<file path="src/rtl/eth_pkg.sv">
// Shared Ethernet types and constants; the CRC-32 is the reflected form, FCS sent low byte first
package eth_pkg;

    typedef logic [7:0]  byte_t;
    typedef logic [31:0] crc_t;

    localparam byte_t PREAMBLE_BYTE = 8'h55;
    localparam byte_t SFD_BYTE      = 8'hd5;

    localparam int FCS_LEN = 4;

    // Reflected IEEE 802.3 polynomial
    localparam crc_t CRC_POLY    = 32'hedb8_8320;
    localparam crc_t CRC_INIT    = 32'hffff_ffff;
    // Left in the register once a good frame's inverted FCS has passed through
    localparam crc_t CRC_RESIDUE = 32'hdebb_20e3;

    // One byte of CRC-32, LSB first as on the wire
    function automatic crc_t crc_next(input crc_t crc, input byte_t data);
        crc_t c;
        c = crc ^ {24'd0, data};
        for (int i = 0; i < 8; i++) begin
            if (c[0]) begin
                c = (c >> 1) ^ CRC_POLY;
            end else begin
                c = c >> 1;
            end
        end
        return c;
    endfunction

endpackage

</file>
<file path="src/rtl/byte_stream_if.sv">
// Byte stream with valid/ready handshake; tuser on the last byte flags a bad frame
interface byte_stream_if;

    eth_pkg::byte_t tdata;
    logic           tvalid;
    logic           tready;
    logic           tlast;
    logic           tuser;

    modport src (
        output tdata,
        output tvalid,
        input  tready,
        output tlast,
        output tuser
    );

    modport snk (
        input  tdata,
        input  tvalid,
        output tready,
        input  tlast,
        input  tuser
    );

endinterface

</file>
<file path="src/rtl/eth_mac_rx.sv">
// GMII receive deframer; output byte lags its sampling by 5 cycles and the sink must always accept
module eth_mac_rx (
    input  logic            logic_clk,
    input  logic            logic_rst,
    input  eth_pkg::byte_t  gmii_rxd,
    input  logic            gmii_rx_dv,
    byte_stream_if.src      m_axis,
    input  logic [15:0]     cfg_rx_max_pkt_len,
    output logic            error_bad_fcs,
    output logic            error_bad_frame
);

    typedef enum logic [1:0] {
        ST_HUNT,
        ST_DATA,
        ST_SKIP
    } state_t;

    state_t          state;
    eth_pkg::byte_t  dly [4];     // Last four bytes, which may turn out to be the FCS
    logic [2:0]      fill;
    eth_pkg::byte_t  held;
    logic            held_valid;
    eth_pkg::crc_t   crc;
    logic [15:0]     frame_len;
    logic            push;
    logic            bad_fcs;
    logic            too_long;

    assign push     = (state == ST_DATA) && gmii_rx_dv;
    assign bad_fcs  = (crc != eth_pkg::CRC_RESIDUE);
    assign too_long = (frame_len > cfg_rx_max_pkt_len);

    always_ff @(posedge logic_clk) begin
        if (push) begin
            dly[0] <= gmii_rxd;
            for (int i = 1; i < 4; i++) begin
                dly[i] <= dly[i-1];
            end
            if (fill == 3'd4) begin
                held <= dly[3];
            end
        end
        if ((state == ST_DATA) && held_valid) begin
            m_axis.tdata <= held;
        end
    end

    always_ff @(posedge logic_clk or posedge logic_rst) begin
        if (logic_rst) begin
            state           <= ST_HUNT;
            fill            <= '0;
            held_valid      <= 1'b0;
            crc             <= eth_pkg::CRC_INIT;
            frame_len       <= '0;
            m_axis.tvalid   <= 1'b0;
            m_axis.tlast    <= 1'b0;
            m_axis.tuser    <= 1'b0;
            error_bad_fcs   <= 1'b0;
            error_bad_frame <= 1'b0;
        end else begin
            m_axis.tvalid   <= 1'b0;
            m_axis.tlast    <= 1'b0;
            m_axis.tuser    <= 1'b0;
            error_bad_fcs   <= 1'b0;
            error_bad_frame <= 1'b0;
            case (state)
                ST_HUNT: begin
                    if (gmii_rx_dv && (gmii_rxd == eth_pkg::SFD_BYTE)) begin
                        state      <= ST_DATA;
                        fill       <= '0;
                        held_valid <= 1'b0;
                        crc        <= eth_pkg::CRC_INIT;
                        frame_len  <= '0;
                    end else if (gmii_rx_dv && (gmii_rxd != eth_pkg::PREAMBLE_BYTE)) begin
                        state <= ST_SKIP; // Not a preamble, ignore until the carrier drops
                    end
                end
                ST_DATA: begin
                    if (gmii_rx_dv) begin
                        crc <= eth_pkg::crc_next(crc, gmii_rxd);
                        if (frame_len != 16'hffff) begin
                            frame_len <= frame_len + 16'd1;
                        end
                        if (fill != 3'd4) begin
                            fill <= fill + 3'd1;
                        end else begin
                            held_valid <= 1'b1;
                        end
                        m_axis.tvalid <= held_valid;
                    end else begin
                        state <= ST_HUNT;
                        if (held_valid) begin
                            // The held byte is the last one before the FCS
                            m_axis.tvalid   <= 1'b1;
                            m_axis.tlast    <= 1'b1;
                            m_axis.tuser    <= bad_fcs || too_long;
                            error_bad_fcs   <= bad_fcs;
                            error_bad_frame <= too_long;
                        end else begin
                            error_bad_frame <= 1'b1;
                        end
                    end
                end
                default: begin
                    if (!gmii_rx_dv) begin
                        state <= ST_HUNT;
                    end
                end
            endcase
        end
    end

endmodule

</file>
<file path="src/flat_wrapper.sv">
// flat-port wrapper written by rule: the top's interface ports become plain ports
module eth_mac_rx_flat 
  (logic_clk, logic_rst, gmii_rxd, gmii_rx_dv, cfg_rx_max_pkt_len, error_bad_fcs, error_bad_frame, m_axis_tdata, m_axis_tvalid, m_axis_tready, m_axis_tlast, m_axis_tuser);
  byte_stream_if m_axis_i ();
  input  logic logic_clk;
  input  logic logic_rst;
  input  eth_pkg::byte_t gmii_rxd;
  input  logic gmii_rx_dv;
  input  logic [15:0] cfg_rx_max_pkt_len;
  output logic error_bad_fcs;
  output logic error_bad_frame;
  output wire logic [$bits(m_axis_i.tdata)-1:0] m_axis_tdata;
  output wire logic [$bits(m_axis_i.tvalid)-1:0] m_axis_tvalid;
  input wire logic [$bits(m_axis_i.tready)-1:0] m_axis_tready;
  output wire logic [$bits(m_axis_i.tlast)-1:0] m_axis_tlast;
  output wire logic [$bits(m_axis_i.tuser)-1:0] m_axis_tuser;
  assign m_axis_tdata = m_axis_i.tdata;
  assign m_axis_tvalid = m_axis_i.tvalid;
  assign m_axis_i.tready = m_axis_tready;
  assign m_axis_tlast = m_axis_i.tlast;
  assign m_axis_tuser = m_axis_i.tuser;
  eth_mac_rx u_core (.logic_clk(logic_clk), .logic_rst(logic_rst), .gmii_rxd(gmii_rxd), .gmii_rx_dv(gmii_rx_dv), .m_axis(m_axis_i), .cfg_rx_max_pkt_len(cfg_rx_max_pkt_len), .error_bad_fcs(error_bad_fcs), .error_bad_frame(error_bad_frame));
endmodule
</file>
<file path="config.mk">
export PLATFORM = sky130hd
export DESIGN_NAME = eth_mac_rx_flat
export DESIGN_NICKNAME = d
export VERILOG_FILES = /design/src/rtl/eth_pkg.sv /design/src/rtl/byte_stream_if.sv /design/src/rtl/eth_mac_rx.sv /design/src/flat_wrapper.sv
export SDC_FILE = /design/constraint.sdc
export NUM_CORES = 1
export LEC_CHECK = 0
export CAP_MARGIN = 20
export CORE_UTILIZATION = 35
export CTS_BUF_LIST = sky130_fd_sc_hd__clkbuf_8
export DETAILED_ROUTE_END_ITERATION = 8
export DONT_BUFFER_PORTS = 1
export PLACE_DENSITY = 0.47
export SLEW_MARGIN = 20
export SYNTH_ARGS = -nofsm -noshare
export SYNTH_HDL_FRONTEND = slang
export SYNTH_SLANG_ARGS = --single-unit
</file>
<file path="constraint.sdc">
create_clock -name logic_clk -period 4.1 [get_ports logic_clk]
set_clock_uncertainty 0.2 [all_clocks]
set_input_delay 0.205 -clock logic_clk [delete_from_list [all_inputs] [get_ports logic_clk]]
set_output_delay 0.205 -clock logic_clk [all_outputs]
set_load 0.02 [all_outputs]
</file>
==> impl_metrics.ini, run 1 <==
[run_status]
status = finished clean

[layout]
final_common_cell = edfxtp_1
syn_to_final_growth_pct = 9.56
nFillCells = 1358
regArea_sq_um = 2960
post-route-util_pct = 39.0
drive_above_1_share_pct = 14.7
diodes = 0
multi_input_area_sq_um = 2060
layout_common_cells = 48 x edfxtp_1, 40 x xnor2_1, 35 x a21oi_1
fin_nets = 486

[power]
p_per_area_nw_per_um2 = 388
peakVddDrop_uv = 210
leakage_uw = 0.00222

[place]
place_congestion = 0.761
io_buffers = 0
dp_hpwl_um = 7070

[synth]
ys.flop_type = edfxtp_1
syn_area_sq_um = 5160
syn_avg_cell_area_sq_um = 12.1
synth_edf_count = 48
syn-num-nets = 473
ys_async_sr_fraction_pct = 55.1
ys_ff_latch = 107
ys_types = 56
yosysSeqAreaShare_pct = 57.3
yosys_warnings = 0
synthCells = 426

[setup_path]
reg2reg_from = u_core.frame_len[0]
endpoint_kind = register
setup.worst_path.class = reg -> reg
reg2reg_depth = 6
startpoint_type = register
cp_max_fo = 17
arrival_ps = 2680
worstReg2RegEnd = u_core.frame_len[15]
cp.required_ps = 4220
rrSetupSlack_ps = 1540

[sta]
tightest_slew_ps = 851
holdWs_ps = 48.0
fmax_mhz = 391
finalHoldViolations = 0
tns_ps = 0
slew_viol_final = 0
finalSetupViolations = 0
period_share_pct = 62.5
relSlewSlack_pct = 42.9
rsz0062_at_grt = false
period_minus_slack_ps = 2560

[global_route]
grt_pass1_wl_um = 16900
grt-ovfl-total = 0
grt_pass1_vias = 3095
grt.total_usage_pct = 15.1
grt_max_degree = 54
antenna_found_initial = 0

[routing]
drc = 0
wl_per_cell_um = 16.5
drt_pass1_iterations = 4
vias_per_cell = 5.01
antenna_left = 0
routed_wl_um = 10400
vias = 3141
initialDrtViolationCount = 152

[hold_path]
worstHoldPathType = in -> reg
worstHoldStart = gmii_rxd[7]
worstHoldPathCells = 3
hold_end = u_core.crc[9]

[cts]
cts_hold_buffers = 10
cts_resized = 0
cts_made_buffers = 9
clk_path_buf_depth = 2
post-cts-setup-buffers = 0
cts_root_buffer = clkbuf_8
cts_tree = built
cts_sinks = 107
htreeDepth = 3
clk_pin_slew_ps = 110
insertion_delay_ps = 390

[die]
die_area_sq_um = 15200
initial_core_util_pct = 35.6
io_pins = 41
num_rows = 44
dieHeight_um = 123
fp.dieW_um = 123
core_area_sq_um = 14500

[run]
cap_violations = 0
## layer usage
layer  wire length [um]  global-route usage, %  share of wire (%)
met3                341                   4.38                3.3
met4                104                   4.07                1.0
met2               4970                   23.8                 48
met5                  0                      0                  0
met1               4950                   20.0                 48
## cell families (layout without fill, tap and decap cells)
family | after synthesis | count (layout) | share of synthesized area, %
AO/OA/AOI/OAI | 85 | 85 | 10.9
XOR/XNOR | 69 | 69 | 13.1
adder cells (fa/ha/maj) | 19 | 19 | 4.61
buffers and inverters | 36 | 53 | 2.79
flip-flops | 107 | 107 | 57.3
multiplexers | 1 | 1 | 0.194
AND/OR/NAND/NOR | 109 | 109 | 11.1
## layout make-up
type / count / area share, %
multi-input cells: 283 / 36.4
clock buffers: 9 / 2.19
well taps: 184 / 4.07
inverters: 23 / 1.53
clock inverters: 6 / 0.996
repair buffers: 15 / 2.44
flip-flops and latches: 107 / 52.3
## how the worst max path moves through the flow
| stage | startpoint | to | slack [ps] |
|---|---|---|---|
| final | u_core.frame_len[0] | u_core.frame_len[15] | 1540 |
| after global routing | u_core.frame_len[0] | u_core.frame_len[5] | 1420 |
| after CTS | u_core.frame_len[0] | u_core.frame_len[15] | 1540 |
| after detailed placement | u_core.frame_len[0] | u_core.frame_len[15] | 1570 |
| after global placement | u_core.frame_len[0] | u_core.frame_len[15] | 1610 |
| after floorplan | u_core.state[1] | u_core.dly[0][0] | 1570 |
## registers in the layout (all words and copies together) (netlist names)
signal                  count
u_core.m_axis.tuser         1
u_core.held                 8
u_core.error_bad_fcs        1
u_core.m_axis.tlast         1
u_core.error_bad_frame      1
u_core.state                2
u_core.dly                 32
u_core.m_axis.tdata         8
u_core.crc                 32
u_core.fill                 3
u_core.held_valid           1
u_core.m_axis.tvalid        1
u_core.frame_len           16
## metrics by stage
| step | cells | instance area (sq um) | setup slack [ps] | total power (uW) |
|---|---|---|---|---|
| after floorplan | 426 | 5160 | 1570 | 1520 |
| after detailed placement | 602 | 5370 | 1570 | 1590 |
| final | 627 | 5650 | 1540 | 2200 |
| after CTS | 627 | 5650 | 1540 | 2230 |
| after global routing | 627 | 5650 | 1420 | 2310 |
| after global placement | 602 | 5370 | 1610 | 1600 |
## synth_stat cells (2+ instances only)
cell type / number / share of area [%]
ha_1: 19 / 4.6
o21ai_0: 7 / 0.68
nor4_1: 2 / 0.24
xor2_1: 20 / 3.4
nor2_1: 34 / 2.5
edfxtp_1: 48 / 28
nand3_1: 9 / 0.87
xnor2_2: 7 / 2.2
a21oi_1: 35 / 3.4
or3_1: 2 / 0.24
dfrtp_1: 27 / 13
xnor2_1: 40 / 6.8
a31oi_1: 6 / 0.73
dfstp_2: 32 / 16
nand4_1: 6 / 0.73
nand4b_1: 2 / 0.34
inv_1: 23 / 1.7
and4b_1: 2 / 0.39
a41o_1: 4 / 0.78
clkbuf_1: 9 / 0.65
o22a_1: 10 / 1.7
o211ai_1: 5 / 0.73
and3_1: 5 / 0.61
nor3_1: 2 / 0.19
nand2b_1: 3 / 0.36
and2_1: 2 / 0.24
o31ai_1: 4 / 0.58
buf_1: 2 / 0.15
or4_1: 5 / 0.73
nand2_1: 24 / 1.7
nor2b_1: 2 / 0.24
a21o_1: 3 / 0.44
and4_1: 2 / 0.34
## report_power, final
part	switching, uW	total [uW]	internal [uW]
Sequential	28.0	1190	1160
Combinational	210	395	186
Clock	382	613	231
Total	619	2200	1580
## worst max-delay path, cell delays in order, from the launching register on
cell and delay [ps]:
dfrtp_1 440, ha_1 360, nand3b_1 190, nor2_1 80, a211o_1 500, or4_1 570, a21oi_1 150
No activity file was read; power rests on OpenSTA's default activity.
==> inputs of run 2 (changes only) <==
Settings changed: PLACE_DENSITY 0.47 to 0.49.
Clock period 4.1 ns to 2.2 ns, I/O delays scaled along.
==> impl_metrics.ini, run 2 (synthesis results as in run 1) <==
[layout]
largestRegisters = u_core.crc (32), u_core.dly (32), u_core.frame_len (16)
layout_common_cells = 48 x edfxtp_1, 45 x buf_4, 39 x xnor2_1
nFillCells = 1376
stdcell_count = 672
post-route-util_pct = 41.9
drive_above_1_share_pct = 24.2
regArea_sq_um = 2960
final_common_cell = edfxtp_1
diodes = 0
multi_input_area_sq_um = 2100
fin_nets = 530
post-route-cell-area_sq_um = 6070
syn_to_final_growth_pct = 17.6

[sta]
period_minus_slack_ps = 2160
relSlewSlack_pct = 61.4
tns_ps = 0
period_share_pct = 98.1
finalSetupViolations = 0
finalHoldViolations = 0
finalWorstSetupSlack_ps = 42.9
fmax_mhz = 464
slew_viol_final = 0
tightest_slew_ps = 574

[setup_path]
arrival_ps = 2290
setup.worst_path.class = in -> reg
endpoint_kind = register
startpoint_type = input port
cp.required_ps = 2330
cp_max_fo = 4

[cts]
cts_made_buffers = 9
htreeDepth = 3
insertion_delay_ps = 390
clk_path_buf_depth = 2
cts_tree = built
cts_sinks = 107
clk_pin_slew_ps = 120
cts_root_buffer = clkbuf_8

[global_route]
grt_pass1_vias = 3416
grt_max_degree = 56
grt_pass1_wl_um = 18000
antenna_found_initial = 0
grt.total_usage_pct = 16.0
grt-ovfl-total = 0

[place]
place_congestion = 0.793
placed_cells = 640
io_buffers = 0
dp_hpwl_um = 7810
pre_cts_slack_ps = 8.83
placed_cell_area_sq_um = 5670

[routing]
initialDrtViolationCount = 303
vias = 3364
routed_wl_um = 11000
met1_length_um = 5160
drt_pass1_iterations = 4
vias_per_cell = 5.01
drc = 0
top_layer_used = met4
wl_per_cell_um = 16.4
wl_met2_um = 5390
antenna_left = 0
wl_met3_um = 391

[die]
io_pins = 41
num_rows = 44
die_area_sq_um = 15200
dieHeight_um = 123
initial_core_util_pct = 35.6
fp.dieW_um = 123
core_area_sq_um = 14500

[hold_path]
worstHoldPathType = in -> reg

[power]
leakage_uw = 0.00246
p_per_area_nw_per_um2 = 700
peakVddDrop_uv = 425

[run_status]
status = finished clean

[run]
cap_violations = 0
==> run 2: worst paths after layout <==
kind | startpoint | end | slack (ps) | cells past startpoint
max | gmii_rxd[5] | u_core.frame_len[10] | 40 | 8
min in group asynchronous | logic_rst | u_core.crc[19] | 310 | 2
min reg2reg | u_core.dly[2][2] | u_core.dly[3][2] | 230 | 0
max reg2reg | u_core.frame_len[3] | u_core.frame_len[10] | 50 | 7
min | gmii_rxd[2] | u_core.state[1] | 30 | 3
max in group asynchronous | logic_rst | u_core.crc[1] | 1060 | 3
==> run 2: final cells by class <==
class	instances	share of cell area, %
Timing Repair Buffer	59	8.09
Inverter	23	1.42
Multi-Input combinational cell	283	34.7
Tap cell	184	3.80
Sequential cell	107	48.8
Clock inverter	6	1.01
Clock buffer	10	2.27
==> run 2: repair_timing <==
item / 4_1_cts / 5_1_grt
hold buffers: 11 / 0
resized for setup: 2 / 10
cloned: 0 / 0
endpoints found under the hold margin: 80 / 0
pin swaps: 1 / 10
buffers inserted: 1 / 4
endpoints found under the setup margin: 1 / 10
==> run 2: layer usage <==
layer,GRT usage [%],vias up
met5,0,-
li1,-,1639
met2,25.0,59
met3,4.29,6
met4,4.22,0
met1,21.7,1660
==> run 2: through the flow <==
step,power (uW),hold WS (ps)
finish,4250,27.9
global route,4480,16.0
CTS,4300,10.6
detailed placement,3040,9.02
global placement,3030,9.03
floorplan,2830,-1.44
==> run 2: report_power, final <==
| part | leakage, uW | switching, uW | internal (uW) |
|---|---|---|---|
| registers | 0.00114 | 54.3 | 2160 |
| clock network | 0.000101 | 748 | 479 |
| logic | 0.00122 | 407 | 398 |
| total | 0.00246 | 1210 | 3040 |
==> run 2: critical path: stages <==
cell           delay (ps)
dlygate4sd3_1         600
and3b_1               310
a31oi_1               170
a211o_1               300
buf_6                 140
buf_4                 130
or4_1                 450
nand2_1                70
==> inputs of run 3 (changes only) <==
Settings changed: BUFFER_PORTS_ARGS set to -buffer_cell sky130_fd_sc_hd__buf_2, CORE_MARGIN set to 2, DONT_BUFFER_PORTS 1 to not set, PLACE_DENSITY 0.49 to 0.51.
==> impl_metrics.ini, run 3 (synthesis results as in run 1) <==
[sta]
relSlewSlack_pct = 60.0
tightest_slew_ps = 595
slew_viol_final = 0
finalHoldViolations = 0
finalSetupViolations = 0
holdWs_ps = 131
tns_ps = 0
fmax_mhz = 465
period_share_pct = 97.8
period_minus_slack_ps = 2150

[power]
p_per_area_nw_per_um2 = 690
netSwitchingPower_uw = 1180
peakVddDrop_uv = 325
switching_share_pct = 27.4
p_comb_share_pct = 19.3
leakage_uw = 0.00259
pwr-share-seq_pct = 51.5
p_clk_share_pct = 29.2
p_int_uw = 3120

[routing]
vias_per_cell = 4.89
drc = 0
vias = 3431
antenna_left = 0
drt_pass1_iterations = 4
initialDrtViolationCount = 249
wl_per_cell_um = 15.2
routed_wl_um = 10700

[setup_path]
startpoint_type = input port
cp_max_fo = 7
setup.worst_path.class = in -> reg
cp.required_ps = 2310
startpoint = gmii_rxd[2]
endpoint_kind = register
reg2reg_from = u_core.frame_len[11]
arrival_ps = 2260

[global_route]
grt_pass1_wl_um = 17500
grt_max_degree = 60
grt-ovfl-total = 0
antenna_found_initial = 0
grt_pass1_vias = 3402
grt.total_usage_pct = 14.1

[place]
dp_hpwl_um = 7560
placed_cell_area_sq_um = 5830
place_congestion = 0.774
io_buffers = 39

[cts]
cts_tree = built
clk_pin_slew_ps = 100
cts_made_buffers = 9
insertion_delay_ps = 370
htreeDepth = 3
cts_sinks = 107
clk_path_buf_depth = 2
cts_root_buffer = clkbuf_8

[die]
die_area_sq_um = 15700
io_pins = 41
initial_core_util_pct = 35.6
fp.dieW_um = 125
num_rows = 44
dieHeight_um = 125
core_area_sq_um = 14500

[layout]
diodes = 0
layout_common_cells = 48 x edfxtp_1, 40 x xnor2_1, 39 x buf_2
largestRegisters = u_core.crc (32), u_core.dly (32), u_core.frame_len (16)
syn_to_final_growth_pct = 20.6
post-route-cell-area_sq_um = 6220
nFillCells = 1367
drive_above_1_share_pct = 28.2
final_common_cell = edfxtp_1
fin_nets = 561

[run]
cap_violations = 0

[run_status]
status = finished clean

[hold_path]
worstHoldPathType = in -> async
==> run 3: changes by cell type in the layout (fill, tap and decap cells not counted), sizes merged <==
cell,previous run,this run
buf,48,79
inv,27,26
bufinv,0,1
clkinv,1,2
clkinvlp,1,0
clkbuf,10,9
==> run 3: routing by layer <==
metal	wire, um	vias up	global-route usage [%]
met5	0	-	0
met4	70	0	3.07
li1	-	1705	-
met3	402	8	3.77
met2	5180	56	23.2
met1	5040	1662	18.9
==> run 3: cell type report <==
cell class	count	area, sq um	share of cell area, %
repair buffers	90	643	10.3
flip-flops and latches	107	2960	47.5
well taps	184	230	3.70
clock inverters	6	78.8	1.27
clock buffers	9	124	1.99
inverters	23	86.3	1.39
multi-input cells	283	2100	33.8
==> run 3: stage by stage <==
| stage | instances | total power [uW] | util, % | worst slack, ps |
|---|---|---|---|---|
| after floorplan | 426 | 2830 | - | 10.0 |
| after global placement | 671 | 3060 | 40.3 | 33.7 |
| after detailed placement | 671 | 3060 | 40.3 | -40.7 |
| after CTS | 697 | 4360 | 42.5 | 16.1 |
| after global routing | 702 | 4530 | 43.0 | -2.04 |
| final | 702 | 4300 | 43.0 | 49.4 |
==> run 3: final timing paths <==
path	slack, ps	cells past startpoint	end
setup / recovery	50	7	u_core.frame_len[15]
hold / removal	130	4	u_core.frame_len[11]
setup reg to reg	70	5	u_core.frame_len[15]
hold reg to reg	220	0	u_core.dly[2][7]
max in group asynchronous	1360	4	u_core.crc[19]
min in group logic_clk	150	5	u_core.crc[11]
==> run 3: power groups by stage <==
stage               clock network [uW]  registers, uW  logic [uW]
finish                            1260           2210         828
CTS                               1310           2210         834
global route                      1400           2220         907
floorplan                            0           2240         598
global placement                     0           2250         812
detailed placement                   0           2250         811
==> run 3: timing repair <==
action | in CTS | in global routing
setup buffers | 0 | 5
hold endpoints to repair | 72 | 0
resized for setup | 3 | 9
endpoints found under the setup margin | 4 | 9
pin swaps | 1 | 4
hold buffers | 11 | 0
==> run 3: critical path, stage by stage <==
cell and delay (ps):
dlygate4sd3_1 530, buf_2 150, and4bb_2 300, a31oi_1 150
a211o_4 330, or4_1 530, a21oi_2 160
