### src/rtl/eth_pkg.sv
// Shared Ethernet types and constants; the CRC-32 is the reflected form, FCS sent low byte first
package eth_pkg;

    typedef logic [7:0]  byte_t;
    typedef logic [31:0] crc_t;

    localparam byte_t PREAMBLE_BYTE = 8'h55;
    localparam byte_t SFD_BYTE      = 8'hd5;

    localparam int FCS_LEN = 4;

    // Reflected IEEE 802.3 polynomial
    localparam crc_t CRC_POLY    = 32'hedb8_8320;
    localparam crc_t CRC_INIT    = 32'hffff_ffff;
    // Left in the register once a good frame's inverted FCS has passed through
    localparam crc_t CRC_RESIDUE = 32'hdebb_20e3;

    // One byte of CRC-32, LSB first as on the wire
    function automatic crc_t crc_next(input crc_t crc, input byte_t data);
        crc_t c;
        c = crc ^ {24'd0, data};
        for (int i = 0; i < 8; i++) begin
            if (c[0]) begin
                c = (c >> 1) ^ CRC_POLY;
            end else begin
                c = c >> 1;
            end
        end
        return c;
    endfunction

endpackage

### src/rtl/byte_stream_if.sv
// Byte stream with valid/ready handshake; tuser on the last byte flags a bad frame
interface byte_stream_if;

    eth_pkg::byte_t tdata;
    logic           tvalid;
    logic           tready;
    logic           tlast;
    logic           tuser;

    modport src (
        output tdata,
        output tvalid,
        input  tready,
        output tlast,
        output tuser
    );

    modport snk (
        input  tdata,
        input  tvalid,
        output tready,
        input  tlast,
        input  tuser
    );

endinterface

### src/rtl/eth_mac_tx.sv
// GMII transmit framer; expects whole frames from a frame FIFO, a gap in the input corrupts the frame
module eth_mac_tx #(
    parameter int MIN_FRAME_LEN = 64
) (
    input  logic            logic_clk,
    input  logic            logic_rst,
    byte_stream_if.snk      s_axis,
    output eth_pkg::byte_t  gmii_txd,
    output logic            gmii_tx_en,
    input  logic [7:0]      cfg_tx_ifg
);

    // Data plus pad must reach this before the FCS goes out
    localparam logic [15:0] PAD_LEN = 16'(MIN_FRAME_LEN - eth_pkg::FCS_LEN);

    typedef enum logic [2:0] {
        ST_IDLE,
        ST_PREAMBLE,
        ST_DATA,
        ST_PAD,
        ST_FCS,
        ST_GAP
    } state_t;

    state_t         state;
    logic [15:0]    byte_cnt;
    eth_pkg::crc_t  crc;

    assign s_axis.tready = (state == ST_DATA);

    always_ff @(posedge logic_clk or posedge logic_rst) begin
        if (logic_rst) begin
            state      <= ST_IDLE;
            byte_cnt   <= '0;
            crc        <= eth_pkg::CRC_INIT;
            gmii_txd   <= '0;
            gmii_tx_en <= 1'b0;
        end else begin
            case (state)
                ST_IDLE: begin
                    gmii_tx_en <= 1'b0;
                    if (s_axis.tvalid) begin // A committed frame is waiting
                        gmii_tx_en <= 1'b1;
                        gmii_txd   <= eth_pkg::PREAMBLE_BYTE;
                        byte_cnt   <= 16'd1;
                        state      <= ST_PREAMBLE;
                    end
                end
                ST_PREAMBLE: begin
                    if (byte_cnt < 16'd7) begin
                        gmii_txd <= eth_pkg::PREAMBLE_BYTE;
                        byte_cnt <= byte_cnt + 16'd1;
                    end else begin
                        gmii_txd <= eth_pkg::SFD_BYTE;
                        crc      <= eth_pkg::CRC_INIT;
                        byte_cnt <= '0;
                        state    <= ST_DATA;
                    end
                end
                ST_DATA: begin
                    if (s_axis.tvalid) begin
                        gmii_txd <= s_axis.tdata;
                        crc      <= eth_pkg::crc_next(crc, s_axis.tdata);
                        byte_cnt <= byte_cnt + 16'd1;
                        if (s_axis.tlast) begin
                            if (byte_cnt + 16'd1 < PAD_LEN) begin
                                state <= ST_PAD;
                            end else begin
                                byte_cnt <= '0;
                                state    <= ST_FCS;
                            end
                        end
                    end
                end
                ST_PAD: begin
                    gmii_txd <= '0;
                    crc      <= eth_pkg::crc_next(crc, 8'h00);
                    byte_cnt <= byte_cnt + 16'd1;
                    if (byte_cnt + 16'd1 >= PAD_LEN) begin
                        byte_cnt <= '0;
                        state    <= ST_FCS;
                    end
                end
                ST_FCS: begin
                    // Inverted CRC, low byte first
                    gmii_txd <= ~crc[8*byte_cnt[1:0] +: 8];
                    byte_cnt <= byte_cnt + 16'd1;
                    if (byte_cnt[1:0] == 2'd3) begin
                        byte_cnt <= '0;
                        state    <= ST_GAP;
                    end
                end
                default: begin
                    gmii_tx_en <= 1'b0;
                    byte_cnt   <= byte_cnt + 16'd1;
                    if (byte_cnt + 16'd1 >= {8'd0, cfg_tx_ifg}) begin
                        state <= ST_IDLE; // IDLE adds one more quiet cycle
                    end
                end
            endcase
        end
    end

endmodule

### src/flat_wrapper.sv
// flat-port wrapper written by rule: the top's interface ports become plain ports
module eth_mac_tx_flat 
#(
    parameter int MIN_FRAME_LEN = 64
)
  (logic_clk, logic_rst, gmii_txd, gmii_tx_en, cfg_tx_ifg, s_axis_tdata, s_axis_tvalid, s_axis_tready, s_axis_tlast, s_axis_tuser);
  byte_stream_if s_axis_i ();
  input  logic logic_clk;
  input  logic logic_rst;
  output eth_pkg::byte_t gmii_txd;
  output logic gmii_tx_en;
  input  logic [7:0] cfg_tx_ifg;
  input wire logic [$bits(s_axis_i.tdata)-1:0] s_axis_tdata;
  input wire logic [$bits(s_axis_i.tvalid)-1:0] s_axis_tvalid;
  output wire logic [$bits(s_axis_i.tready)-1:0] s_axis_tready;
  input wire logic [$bits(s_axis_i.tlast)-1:0] s_axis_tlast;
  input wire logic [$bits(s_axis_i.tuser)-1:0] s_axis_tuser;
  assign s_axis_i.tdata = s_axis_tdata;
  assign s_axis_i.tvalid = s_axis_tvalid;
  assign s_axis_tready = s_axis_i.tready;
  assign s_axis_i.tlast = s_axis_tlast;
  assign s_axis_i.tuser = s_axis_tuser;
  eth_mac_tx #(.MIN_FRAME_LEN(MIN_FRAME_LEN)) u_core (.logic_clk(logic_clk), .logic_rst(logic_rst), .s_axis(s_axis_i), .gmii_txd(gmii_txd), .gmii_tx_en(gmii_tx_en), .cfg_tx_ifg(cfg_tx_ifg));
endmodule
### config.mk
export PLATFORM = sky130hd
export DESIGN_NAME = eth_mac_tx_flat
export DESIGN_NICKNAME = d
export VERILOG_FILES = /design/src/rtl/eth_pkg.sv /design/src/rtl/byte_stream_if.sv /design/src/rtl/eth_mac_tx.sv /design/src/flat_wrapper.sv
export SDC_FILE = /design/constraint.sdc
export NUM_CORES = 1
export LEC_CHECK = 0
export BUFFER_PORTS_ARGS = -buffer_cell sky130_fd_sc_hd__buf_2
export CAP_MARGIN = 10
export CELL_PAD_IN_SITES_DETAIL_PLACEMENT = 0
export CELL_PAD_IN_SITES_GLOBAL_PLACEMENT = 1
export CORE_AREA = 2 2 103 105
export CTS_CLUSTER_SIZE = 20
export DETAILED_ROUTE_END_ITERATION = 12
export DIE_AREA = 0 0 105 107
export GPL_TIMING_DRIVEN = 0
export PLACE_DENSITY_LB_ADDON = 0.1
export SLEW_MARGIN = 20
export SYNTH_ARGS = -nofsm -noshare
export SYNTH_HDL_FRONTEND = slang
export SYNTH_SLANG_ARGS = --single-unit
### constraint.sdc
create_clock -name logic_clk -period 4.5 [get_ports logic_clk]
set_input_delay 1.35 -clock logic_clk [delete_from_list [all_inputs] [get_ports logic_clk]]
set_output_delay 1.35 -clock logic_clk [all_outputs]
set_load 0.1 [all_outputs]
==> results by group, run 1 <==
Clock network
  • CTS Buf Count: 9
  • Root buf cell: clkbuf_8
  • Post-CTS setup buffer count: 0
  • Clock transition at path regs: 0.08 ns
  • CTS H-tree depth: 3
  • Post-CTS Hold Buffers: 0
  • Clk_lat worst skew: 0.36 ns
  • Max clock buf depth: 2
  • Sink Count: 60
  • Cts repair resizes: 0
  • TritonCTS clock tree: built

Critical path
  • CP Capture Type: primary output
  • Critical path fanouts, max: 10
  • Worst EP arrival: 2.46 ns
  • CP Class: reg -> out
  • Startpoint type of the worst setup path: flop
  • Critical Path RT: 3.15 ns

Detailed routing
  • Drt first pass iters: 5
  • Via count: 4393
  • Final WL: 15.0 mm
  • Via/cell ratio: 5.80
  • Starting DRT DRC Count: 304
  • Post-DRT Antenna Nets: 0
  • Wirelength per Cell: 19.8 microns
  • Drc violations: 0

Synthesis
  • Asr flop ratio synth: 100%
  • Syn_nets: 613
  • Primary FF master, synth: dfstp_2
  • Library cells used by synthesis: 59
  • Ys Warns: 0
  • Mean Syn Cell Area: 8.66 sq um
  • Synth area leader: xnor2_1
  • Netlist Area Pre-Place: 5040 sq um
  • Post-synth EDFFs: 0
  • Synth top area share: 18.3%
  • Mapped Cells: 582
  • Part of the Yosys area used for sequential elements: 30.6%
  • Synth area leaders: xnor2_1 18%, dfstp_2 17%, dfrtp_1 14%
  • Register bit total from synthesis: 60

Finish
  • Ratio of cells with drive above 1 in the final layout: 17.7%
  • Final core utilization: 55.0%
  • Flip-flop and latch area: 1540 sq um
  • Multi-input gate area: 3250 sq um
  • # fillers: 991
  • Net count of the finished layout: 648
  • Synth-to-Final Area Change: 10.1%
  • # diodes: 0

Min path
  • Min-Delay Path Class: reg -> reg

STA
  • Setup tns final: 0 ns
  • # setup viols final: 0
  • Fmax achieved: 262 MHz
  • RSZ-0062 raised after global routing: no
  • Pins Over Slew Limit: 0
  • Setup ws final: 0.688 ns
  • Final hold violations: 0
  • Measured slew at the worst slew-check pin: 1.01 ns
  • Part of the cycle the worst path needs: 84.7%
  • Slew headroom: 31.9%
  • Clock Skew: 0.0107 ns
  • Min cycle time layout: 3.81 ns

Floorplanning
  • Initial Utilization: 49.9%
  • Die width: 105 microns
  • Core outline area: 10100 sq um
  • Die area: 11200 sq um
  • Chip height: 107 microns
  • Placement Rows: 37
  • # IOs: 31

GRT
  • Initial antenna violation count: 0
  • Total track usage: 27.9%
  • GR Overflow Total: 0
  • First-pass GRT wire length: 24.0 mm
  • Vias in the first global route: 4473
  • Pin count of the biggest net entering global routing: 45

Pwr
  • Part of the power in registers: 19.0%
  • Clock Power Share: 9.7%
  • Peak supply drop: 0.477 mV
  • Total power: 5.23 mW
  • Static leakage: 2.14 nW
  • Net switching power: 2.67 mW
  • Internal: 2.56 mW
  • Switching Share: 51.0%
  • Power Dens Cells: 942 nW/um^2
  • Combinational share of power: 71.4%

Place
  • DP Wirelength: 11.0 mm
  • Pre-CTS setup slack: 0.933 ns
  • GP Congestion: 0.923
  • Port Buf Inserts: 23

Status
  • Status: finished, final reports clean

Run
  • MaxCap Viol Count: 0
-- per-layer routing --
layer  vias up  global-route usage, %  share of wire, %
li1       2072                      -                 -
met3        25                   3.95               4.9
met1      2157                   33.2                41
met4         0                   8.67               1.7
met5         -                      0                 0
met2       139                   51.9                52
-- cell type report --
type	instances	share of cell area, %
multi-input combinational	460	58.5
sequential	60	27.8
buffer	46	3.41
tap	136	3.07
timing repair buffer	24	2.57
clock buffer	11	2.55
inverter	16	1.13
clock inverter	5	0.947
-- cells in the final DEF (no fill, tap or decap), drive strengths merged, types with 3 or more instances in the layout --
master and instances:
a21oi 16, dfstp 32, o22ai 6, nor2b 5, buf 39, inv 15, a22o 3, a221oi 4
nand2 47, o21ai 42, xor2 36, ha 10, nor2 63, mux2i 5, a31oi 35, clkinv 4
nand4 6, xnor2 107, and3 6, dfrtp 28, or3 4, mux4 8, nor4 5, nor3 10
clkbuf 42, nand3 13
-- synthesized netlist by cell type (6+ instances only) --
cell type / number
buf_2: 13
o22ai_1: 6
mux4_2: 8
nand2_1: 47
a21oi_1: 16
nor2_1: 62
o21ai_1: 8
nand4_1: 6
dfrtp_1: 28
o21ai_0: 34
nand3_1: 12
ha_1: 10
xnor2_1: 105
a31oi_1: 35
nor3_1: 9
inv_1: 15
clkbuf_1: 31
xor2_1: 36
dfstp_2: 32
-- path summary, 6_finish.rpt --
path	from	end	slack, ns	depth (start not counted)
min reg2reg	u_core.gmii_txd[1]	u_core.gmii_txd[1]	0.48	2
max reg2reg	u_core.state[0]	u_core.crc[31]	1.28	8
min in group asynchronous	logic_rst	u_core.gmii_txd[4]	0.92	2
max	u_core.state[0]	s_axis_tready	0.69	4
min	u_core.gmii_txd[1]	u_core.gmii_txd[1]	0.48	2
max in group asynchronous	logic_rst	u_core.crc[1]	3.02	3
-- logic make-up after synthesis --
family / share of synthesized area [%]
buf+inv: 4.94
xor+xnor: 25.6
mux: 4.79
compound gates: 15.8
flops: 30.6
fa+ha+maj: 2.68
simple gates: 15.6
-- state kept, by name (all words and copies together) (netlist names) --
name,cells
u_core.state,3
u_core.crc,32
u_core.byte_cnt,16
u_core.gmii_tx_en,1
u_core.gmii_txd,8
-- stage by stage --
stage / cell area [sq um] / hold WS, ns / std cells
final: 5550 / 0.485 / 758
after global routing: 5550 / 0.524 / 758
after CTS: 5550 / 0.490 / 758
after detailed placement: 5350 / 0.470 / 742
after global placement: 5320 / 0.461 / 741
after floorplan: 5040 / 0.493 / 582
-- worst max-delay path, stage by stage (launching register included) --
cell and delay, ns:
dfrtp_1 0.34, clkbuf_1 0.55, buf_1 0.63, nor2_1 0.22, buf_2 0.35
-- power by group through the flow --
stage	combinational, mW	sequential, mW	clock [mW]
final	3.73	0.992	0.506
after global routing	4.04	1.02	0.532
after CTS	3.71	0.987	0.509
after detailed placement	3.69	0.995	0
after global placement	3.64	0.987	0
after floorplan	2.69	1.19	0
(Power assumes the default switching activity.)
==> run 2: changes to the inputs <==
- CORE_AREA: 2 2 103 105 -> 2 2 112 114
- DIE_AREA: 0 0 105 107 -> 0 0 114 116
- clock period: 4.5 -> 3.5 ns (I/O delays scaled with it)
==> run 2 against run 1 <==
- total power rose by 36%
- register-to-register slack worse by 1.0 ns
- first-iteration DRC count up 15%
- sequential share of layout area down 0.68 points
- largest power group unchanged
==> results by group, run 2 (same netlist as run 1, synthesis figures left out) <==
Status
  • Status: finished, final reports clean (unchanged)

Critical path
  • Reg2reg path depth: 8 (unchanged)
  • Worst EP arrival: 2.25 ns (was 2.46 ns)
  • Startpoint type of the worst setup path: flop (unchanged)
  • R2R Path Start: u_core.state[0] (unchanged)
  • Buf/Inv on CP: 3 (unchanged)
  • CP Class: reg -> out (unchanged)
  • Worst-path cell chain: clkbuf_1 -> clkbuf_2 -> nor2_1 -> buf_2 (was clkbuf_1 -> buf_1 -> nor2_1 -> buf_2)
  • Stages on the worst setup path: 4 (unchanged)
  • Critical path fanouts, max: 10 (unchanged)
  • CP Launch Point: u_core.state[0] (unchanged)
  • FF-to-FF setup slack: 0.24 ns (was 1.28 ns)
  • Critical Path RT: 2.45 ns (was 3.15 ns)
  • Largest stage delay, worst path: 0.49 ns (was 0.63 ns)
  • Critical path's slowest cell: buf_2 (was buf_1)
  • CP Capture Type: primary output (unchanged)
  • Crit path max-delay family: buffers and inverters (unchanged)

Finish
  • Largest register FFs: 32 (unchanged)
  • Net count of the finished layout: 648 (unchanged)
  • Ratio of cells with drive above 1 in the final layout: 17.8% (was 17.7%)
  • Final core utilization: 47.7% (was 55.0%)
  • Synth-to-Final Area Change: 12.9% (was 10.1%)
  • Largest regs: u_core.crc (32), u_core.byte_cnt (16), u_core.gmii_txd (8) (unchanged)
  • Commonest non-fill, non-tap cell in the layout: xnor2_1 (unchanged)
  • Highest-count cells in the layout ignoring fill and taps: 105 x xnor2_1, 62 x nor2_1, 47 x nand2_1 (unchanged)
  • # diodes: 0 (unchanged)
  • Largest register by flop count: u_core.crc (unchanged)

GRT
  • Initial antenna violation count: 0 (unchanged)
  • GR Overflow Total: 0 (unchanged)
  • Total track usage: 25.3% (was 27.9%)
  • First-pass GRT wire length: 24.8 mm (was 24.0 mm)
  • Vias in the first global route: 4237 (was 4473)
  • Pin count of the biggest net entering global routing: 43 (was 45)

STA
  • Worst hold slack: 0.478 ns (was 0.485 ns)
  • Pins Over Slew Limit: 0 (unchanged)
  • Measured slew at the worst slew-check pin: 0.973 ns (was 1.01 ns)
  • Part of the cycle the worst path needs: 94.3%
  • Fmax achieved: 303 MHz
  • Clock Skew: 0.00496 ns (was 0.0107 ns)
  • Setup tns final: 0 ns (unchanged)
  • # setup viols final: 0 (unchanged)
  • Final hold violations: 0 (unchanged)
  • RSZ-0062 raised after global routing: no (unchanged)
  • Slew headroom: 34.9% (was 31.9%)
  • Min cycle time layout: 3.30 ns

Pwr
  • Total power: 7.08 mW (was 5.23 mW)
  • Clock Power Share: 13.8% (was 9.7%)
  • Power Dens Cells: 1250 nW/um^2 (was 942 nW/um^2)
  • Switching Share: 49.3% (was 51.0%)
  • Internal: 3.59 mW (was 2.56 mW)
  • Net switching power: 3.49 mW (was 2.67 mW)
  • Static leakage: 2.20 nW (was 2.14 nW)
  • Peak supply drop: 0.562 mV (was 0.477 mV)
  • Part of the power in registers: 18.1% (was 19.0%)
  • Combinational share of power: 68.1% (was 71.4%)

Clock network
  • TritonCTS clock tree: built (unchanged)
  • Sink Count: 60 (unchanged)
  • CTS Buf Count: 9 (unchanged)
  • CTS H-tree depth: 3 (unchanged)
  • Clk_lat worst skew: 0.34 ns (was 0.36 ns)
  • Clock transition at path regs: 0.06 ns (was 0.08 ns)
  • Root buf cell: clkbuf_16 (was clkbuf_8)
  • Post-CTS Hold Buffers: 0 (unchanged)
  • Max clock buf depth: 2 (unchanged)

Floorplanning
  • Placement Rows: 40 (was 37)
  • # IOs: 31 (unchanged)
  • Chip height: 116 microns (was 107 microns)
  • Die area: 13200 sq um (was 11200 sq um)
  • Die width: 114 microns (was 105 microns)
  • Core outline area: 11900 sq um (was 10100 sq um)
  • Initial Utilization: 42.3% (was 49.9%)

Detailed routing
  • Drt first pass iters: 5 (unchanged)
  • Post-DRT Antenna Nets: 0 (unchanged)
  • Via count: 4347 (was 4393)
  • Wirelength per Cell: 20.7 microns (was 19.8 microns)
  • Drc violations: 0 (unchanged)
  • Final WL: 15.9 mm (was 15.0 mm)
  • Starting DRT DRC Count: 349 (was 304)
  • Via/cell ratio: 5.65 (was 5.80)

Run
  • MaxCap Viol Count: 0 (unchanged)

Place
  • DP Wirelength: 11.4 mm (was 11.0 mm)
  • GP Congestion: 0.889 (was 0.923)
  • Port Buf Inserts: 23 (unchanged)

Min path
  • Min-Delay Path Class: reg -> reg (unchanged)
  • Hold path startpoint: u_core.gmii_txd[7] (was u_core.gmii_txd[1])
  • Hold Crit Depth: 2 (unchanged)
## run 2: routing by layer
layer	part of all wire [%]	wire, microns	up-vias	GRT usage (%)
met5	0	0	-	0
met4	1.7	266	0	8.05
met3	4.4	692	20	4.24
met2	50	8000	93	43.5
met1	44	6940	2158	32.6
li1	-	-	2076	-
## run 2: through the flow
step / cell area [sq um] / worst slack, ns / std cells
floorplan: 5040 / 0.327 / 582
global placement: 5340 / -0.106 / 752
detailed placement: 5370 / 0.205 / 753
CTS: 5680 / 0.0496 / 769
global route: 5690 / 0.126 / 769
finish: 5690 / 0.199 / 769
## run 2: repair_timing
item | in CTS | in global routing
buffers inserted | 0 | 0
setup endpoints to repair | 0 | 1
gates resized for setup | 0 | 1
## run 2: area by class of cell
cell class	count	area (sq um)
buffer	46	190
clock buffer	11	243
clock inverter	5	75.1
fill	1247	6230
inverter	16	62.6
multi-input combinational	460	3250
sequential	60	1540
tap	147	184
timing repair buffer	24	143
## run 2: worst paths after layout
check,end
max,s_axis_tready
min,u_core.gmii_txd[7]
max reg2reg,u_core.crc[14]
min reg2reg,u_core.gmii_txd[7]
max in group asynchronous,u_core.crc[5]
min in group asynchronous,u_core.gmii_txd[2]
## run 2: worst reg2reg max path, delay by kind of cell, from the launching register on
kind | cells | cell delay, ns
buf+inv | 3 | 1.54
simple gates | 2 | 0.83
flops | 1 | 0.34
compound gates | 3 | 0.47
## run 2: power by group through the flow
| stage | Sequential (mW) | Combinational, mW | Clock (mW) |
|---|---|---|---|
| after floorplan | 1.53 | 3.46 | 0 |
| after global placement | 1.27 | 4.73 | 0 |
| after detailed placement | 1.28 | 4.78 | 0 |
| after CTS | 1.27 | 4.81 | 0.992 |
| after global routing | 1.31 | 5.22 | 1.02 |
| final | 1.28 | 4.83 | 0.979 |
==> run 3: changes to the inputs <==
- CELL_PAD_IN_SITES_DETAIL_PLACEMENT: 0 -> unset
- CELL_PAD_IN_SITES_GLOBAL_PLACEMENT: 1 -> unset
- CORE_AREA: 2 2 112 114 -> 2 2 99 101
- DIE_AREA: 0 0 114 116 -> 0 0 101 103
- PLACE_DENSITY: unset -> 0.72
- PLACE_DENSITY_LB_ADDON: 0.1 -> unset
- REMOVE_ABC_BUFFERS: unset -> 1
- clock period: 3.5 -> 3.3 ns (I/O delays scaled with it)
==> run 3 against run 2 <==
- clock power down 31%
- register-to-register slack worse by 0.02 ns
- setup slack worse by 0.072 ns
- wire length down 22%
- flip-flop and latch count unchanged
- largest cell class unchanged
- highest routed layer unchanged
==> results by group, run 3 (same netlist as run 1, synthesis figures left out) <==
Min path
  • Min-Delay Path Class: reg -> reg (unchanged)
  • Hold Crit Depth: 2 (unchanged)

Place
  • DP Wirelength: 8.90 mm (was 11.4 mm)
  • Area after DPL: 5230 sq um (was 5370 sq um)
  • Port Buf Inserts: 29 (was 23)
  • GP Congestion: 0.902 (was 0.889)

STA
  • Measured slew at the worst slew-check pin: 0.948 ns (was 0.973 ns)
  • Min cycle time layout: 3.17 ns
  • Part of the cycle the worst path needs: 96.1%
  • Pins Over Slew Limit: 0 (unchanged)
  • # setup viols final: 0 (unchanged)
  • Fmax achieved: 315 MHz
  • Final hold violations: 0 (unchanged)
  • Clock Skew: 0.0102 ns (was 0.00496 ns)
  • Slew headroom: 36.3% (was 34.9%)
  • RSZ-0062 raised after global routing: no (unchanged)

Detailed routing
  • Starting DRT DRC Count: 292 (was 349)
  • Final WL: 12.4 mm (was 15.9 mm)
  • Via/cell ratio: 6.04 (was 5.65)
  • Wirelength per Cell: 17.8 microns (was 20.7 microns)
  • Via count: 4231 (was 4347)
  • Drc violations: 0 (unchanged)
  • Drt first pass iters: 5 (unchanged)
  • Post-DRT Antenna Nets: 0 (unchanged)

Clock network
  • Clock transition at path regs: 0.06 ns (about the same)
  • Max clock buf depth: 2 (unchanged)
  • TritonCTS clock tree: built (unchanged)
  • Root buf cell: clkbuf_8 (was clkbuf_16)
  • Sink Count: 60 (unchanged)
  • Clk_lat worst skew: 0.36 ns (was 0.34 ns)
  • Post-CTS Hold Buffers: 0 (unchanged)
  • CTS H-tree depth: 3 (unchanged)
  • CTS Buf Count: 9 (unchanged)

Critical path
  • Critical path fanouts, max: 18 (was 10)
  • CP Class: reg -> out (unchanged)
  • Critical Path RT: 2.31 ns (was 2.45 ns)
  • CP Capture Type: primary output (unchanged)
  • Startpoint type of the worst setup path: flop (unchanged)
  • Worst EP arrival: 2.18 ns (was 2.25 ns)
  • Reg2reg path depth: 6 (was 8)

Pwr
  • Peak supply drop: 0.739 mV (was 0.562 mV)
  • Power Dens Cells: 1250 nW/um^2 (about the same)
  • Static leakage: 2.11 nW (was 2.20 nW)

Floorplanning
  • Initial Utilization: 53.3% (was 42.3%)
  • Die area: 10400 sq um (was 13200 sq um)
  • Die width: 101 microns (was 114 microns)
  • Placement Rows: 36 (was 40)
  • Core outline area: 9460 sq um (was 11900 sq um)
  • # IOs: 31 (unchanged)
  • Chip height: 103 microns (was 116 microns)

Status
  • Status: finished, final reports clean (unchanged)

Finish
  • Ratio of cells with drive above 1 in the final layout: 18.9% (was 17.8%)
  • # fillers: 840 (was 1247)
  • Final core utilization: 57.6% (was 47.7%)
  • Largest regs: u_core.crc (32), u_core.byte_cnt (16), u_core.gmii_txd (8) (unchanged)
  • Net count of the finished layout: 612 (was 648)
  • Highest-count cells in the layout ignoring fill and taps: 105 x xnor2_1, 60 x nor2_1, 47 x nand2_1 (was 105 x xnor2_1, 62 x nor2_1, 47 x nand2_1)
  • Largest register FFs: 32 (unchanged)
  • # diodes: 0 (unchanged)
  • Synth-to-Final Area Change: 8.10% (was 12.9%)
  • Finished Cell Area: 5450 sq um (was 5690 sq um)
  • Commonest non-fill, non-tap cell in the layout: xnor2_1 (unchanged)
  • Largest register by flop count: u_core.crc (unchanged)

Run
  • MaxCap Viol Count: 0 (unchanged)

GRT
  • First-pass GRT wire length: 20.5 mm (was 24.8 mm)
  • Initial antenna violation count: 0 (unchanged)
  • Pin count of the biggest net entering global routing: 48 (was 43)
  • Vias in the first global route: 4047 (was 4237)
  • Total track usage: 25.4% (was 25.3%)
  • GR Overflow Total: 0 (unchanged)
==> run 3: worst max-delay path: stages, from the launching register on <==
cell and delay [ns]:
dfrtp_1 0.54, clkinvlp_4 0.32, nand2_1 0.17, nor2_1 0.30, buf_2 0.50
==> run 3: per-layer routing <==
layer,global-route usage (%),vias up,routed length (microns)
met2,43.1,153,6150
li1,-,2003,-
met4,9.77,0,231
met3,4.34,20,707
met5,0,-,0
met1,32.7,2055,5360
==> run 3: layout make-up <==
class                           instances  area (sq um)  area share, %
Clock inverter                          2          35.0          0.643
Clock buffer                           14           153           2.80
Inverter                               16          66.3           1.22
Sequential cell                        60          1550           28.5
Multi-Input combinational cell        460          3280           60.2
Tap cell                              114           143           2.62
Timing Repair Buffer                   34           223           4.09
==> run 3: final timing paths <==
kind	startpoint	end	slack [ns]
hold / removal	u_core.gmii_txd[1]	u_core.gmii_txd[1]	0.48
setup / recovery	u_core.state[2]	s_axis_tready	0.13
setup reg to reg	u_core.state[2]	u_core.byte_cnt[3]	0.22
min in group asynchronous	logic_rst	u_core.gmii_txd[6]	0.58
max in group asynchronous	logic_rst	u_core.crc[9]	2.17
hold reg to reg	u_core.gmii_txd[1]	u_core.gmii_txd[1]	0.48
==> run 3: report_power, final <==
group | switching [mW] | total (mW) | leakage (nW) | internal (mW)
clock | 0.306 | 0.676 | 0.0947 | 0.370
sequential | 0.513 | 1.67 | 0.703 | 1.16
combinational | 2.54 | 4.49 | 1.31 | 1.94
==> run 3: per-stage QoR <==
stage,worst slack (ns),std cells,hold WS [ns],power [mW],setup TNS [ns]
after floorplan,-0.849,536,0.493,5.15,-19.47
after global placement,-2.33,679,0.466,5.93,-79.40
after detailed placement,-0.599,683,0.470,6.12,-8.92
after CTS,0.0428,700,0.485,6.83,0
after global routing,0.0124,700,0.530,7.34,0
final,0.127,700,0.480,6.83,0
==> run 3: repair_timing <==
action	4_1_cts	5_1_grt
buffers inserted	1	0
gates resized for setup	3	3
setup endpoints to repair	19	6
pin swaps	1	0
gates cloned	0	0
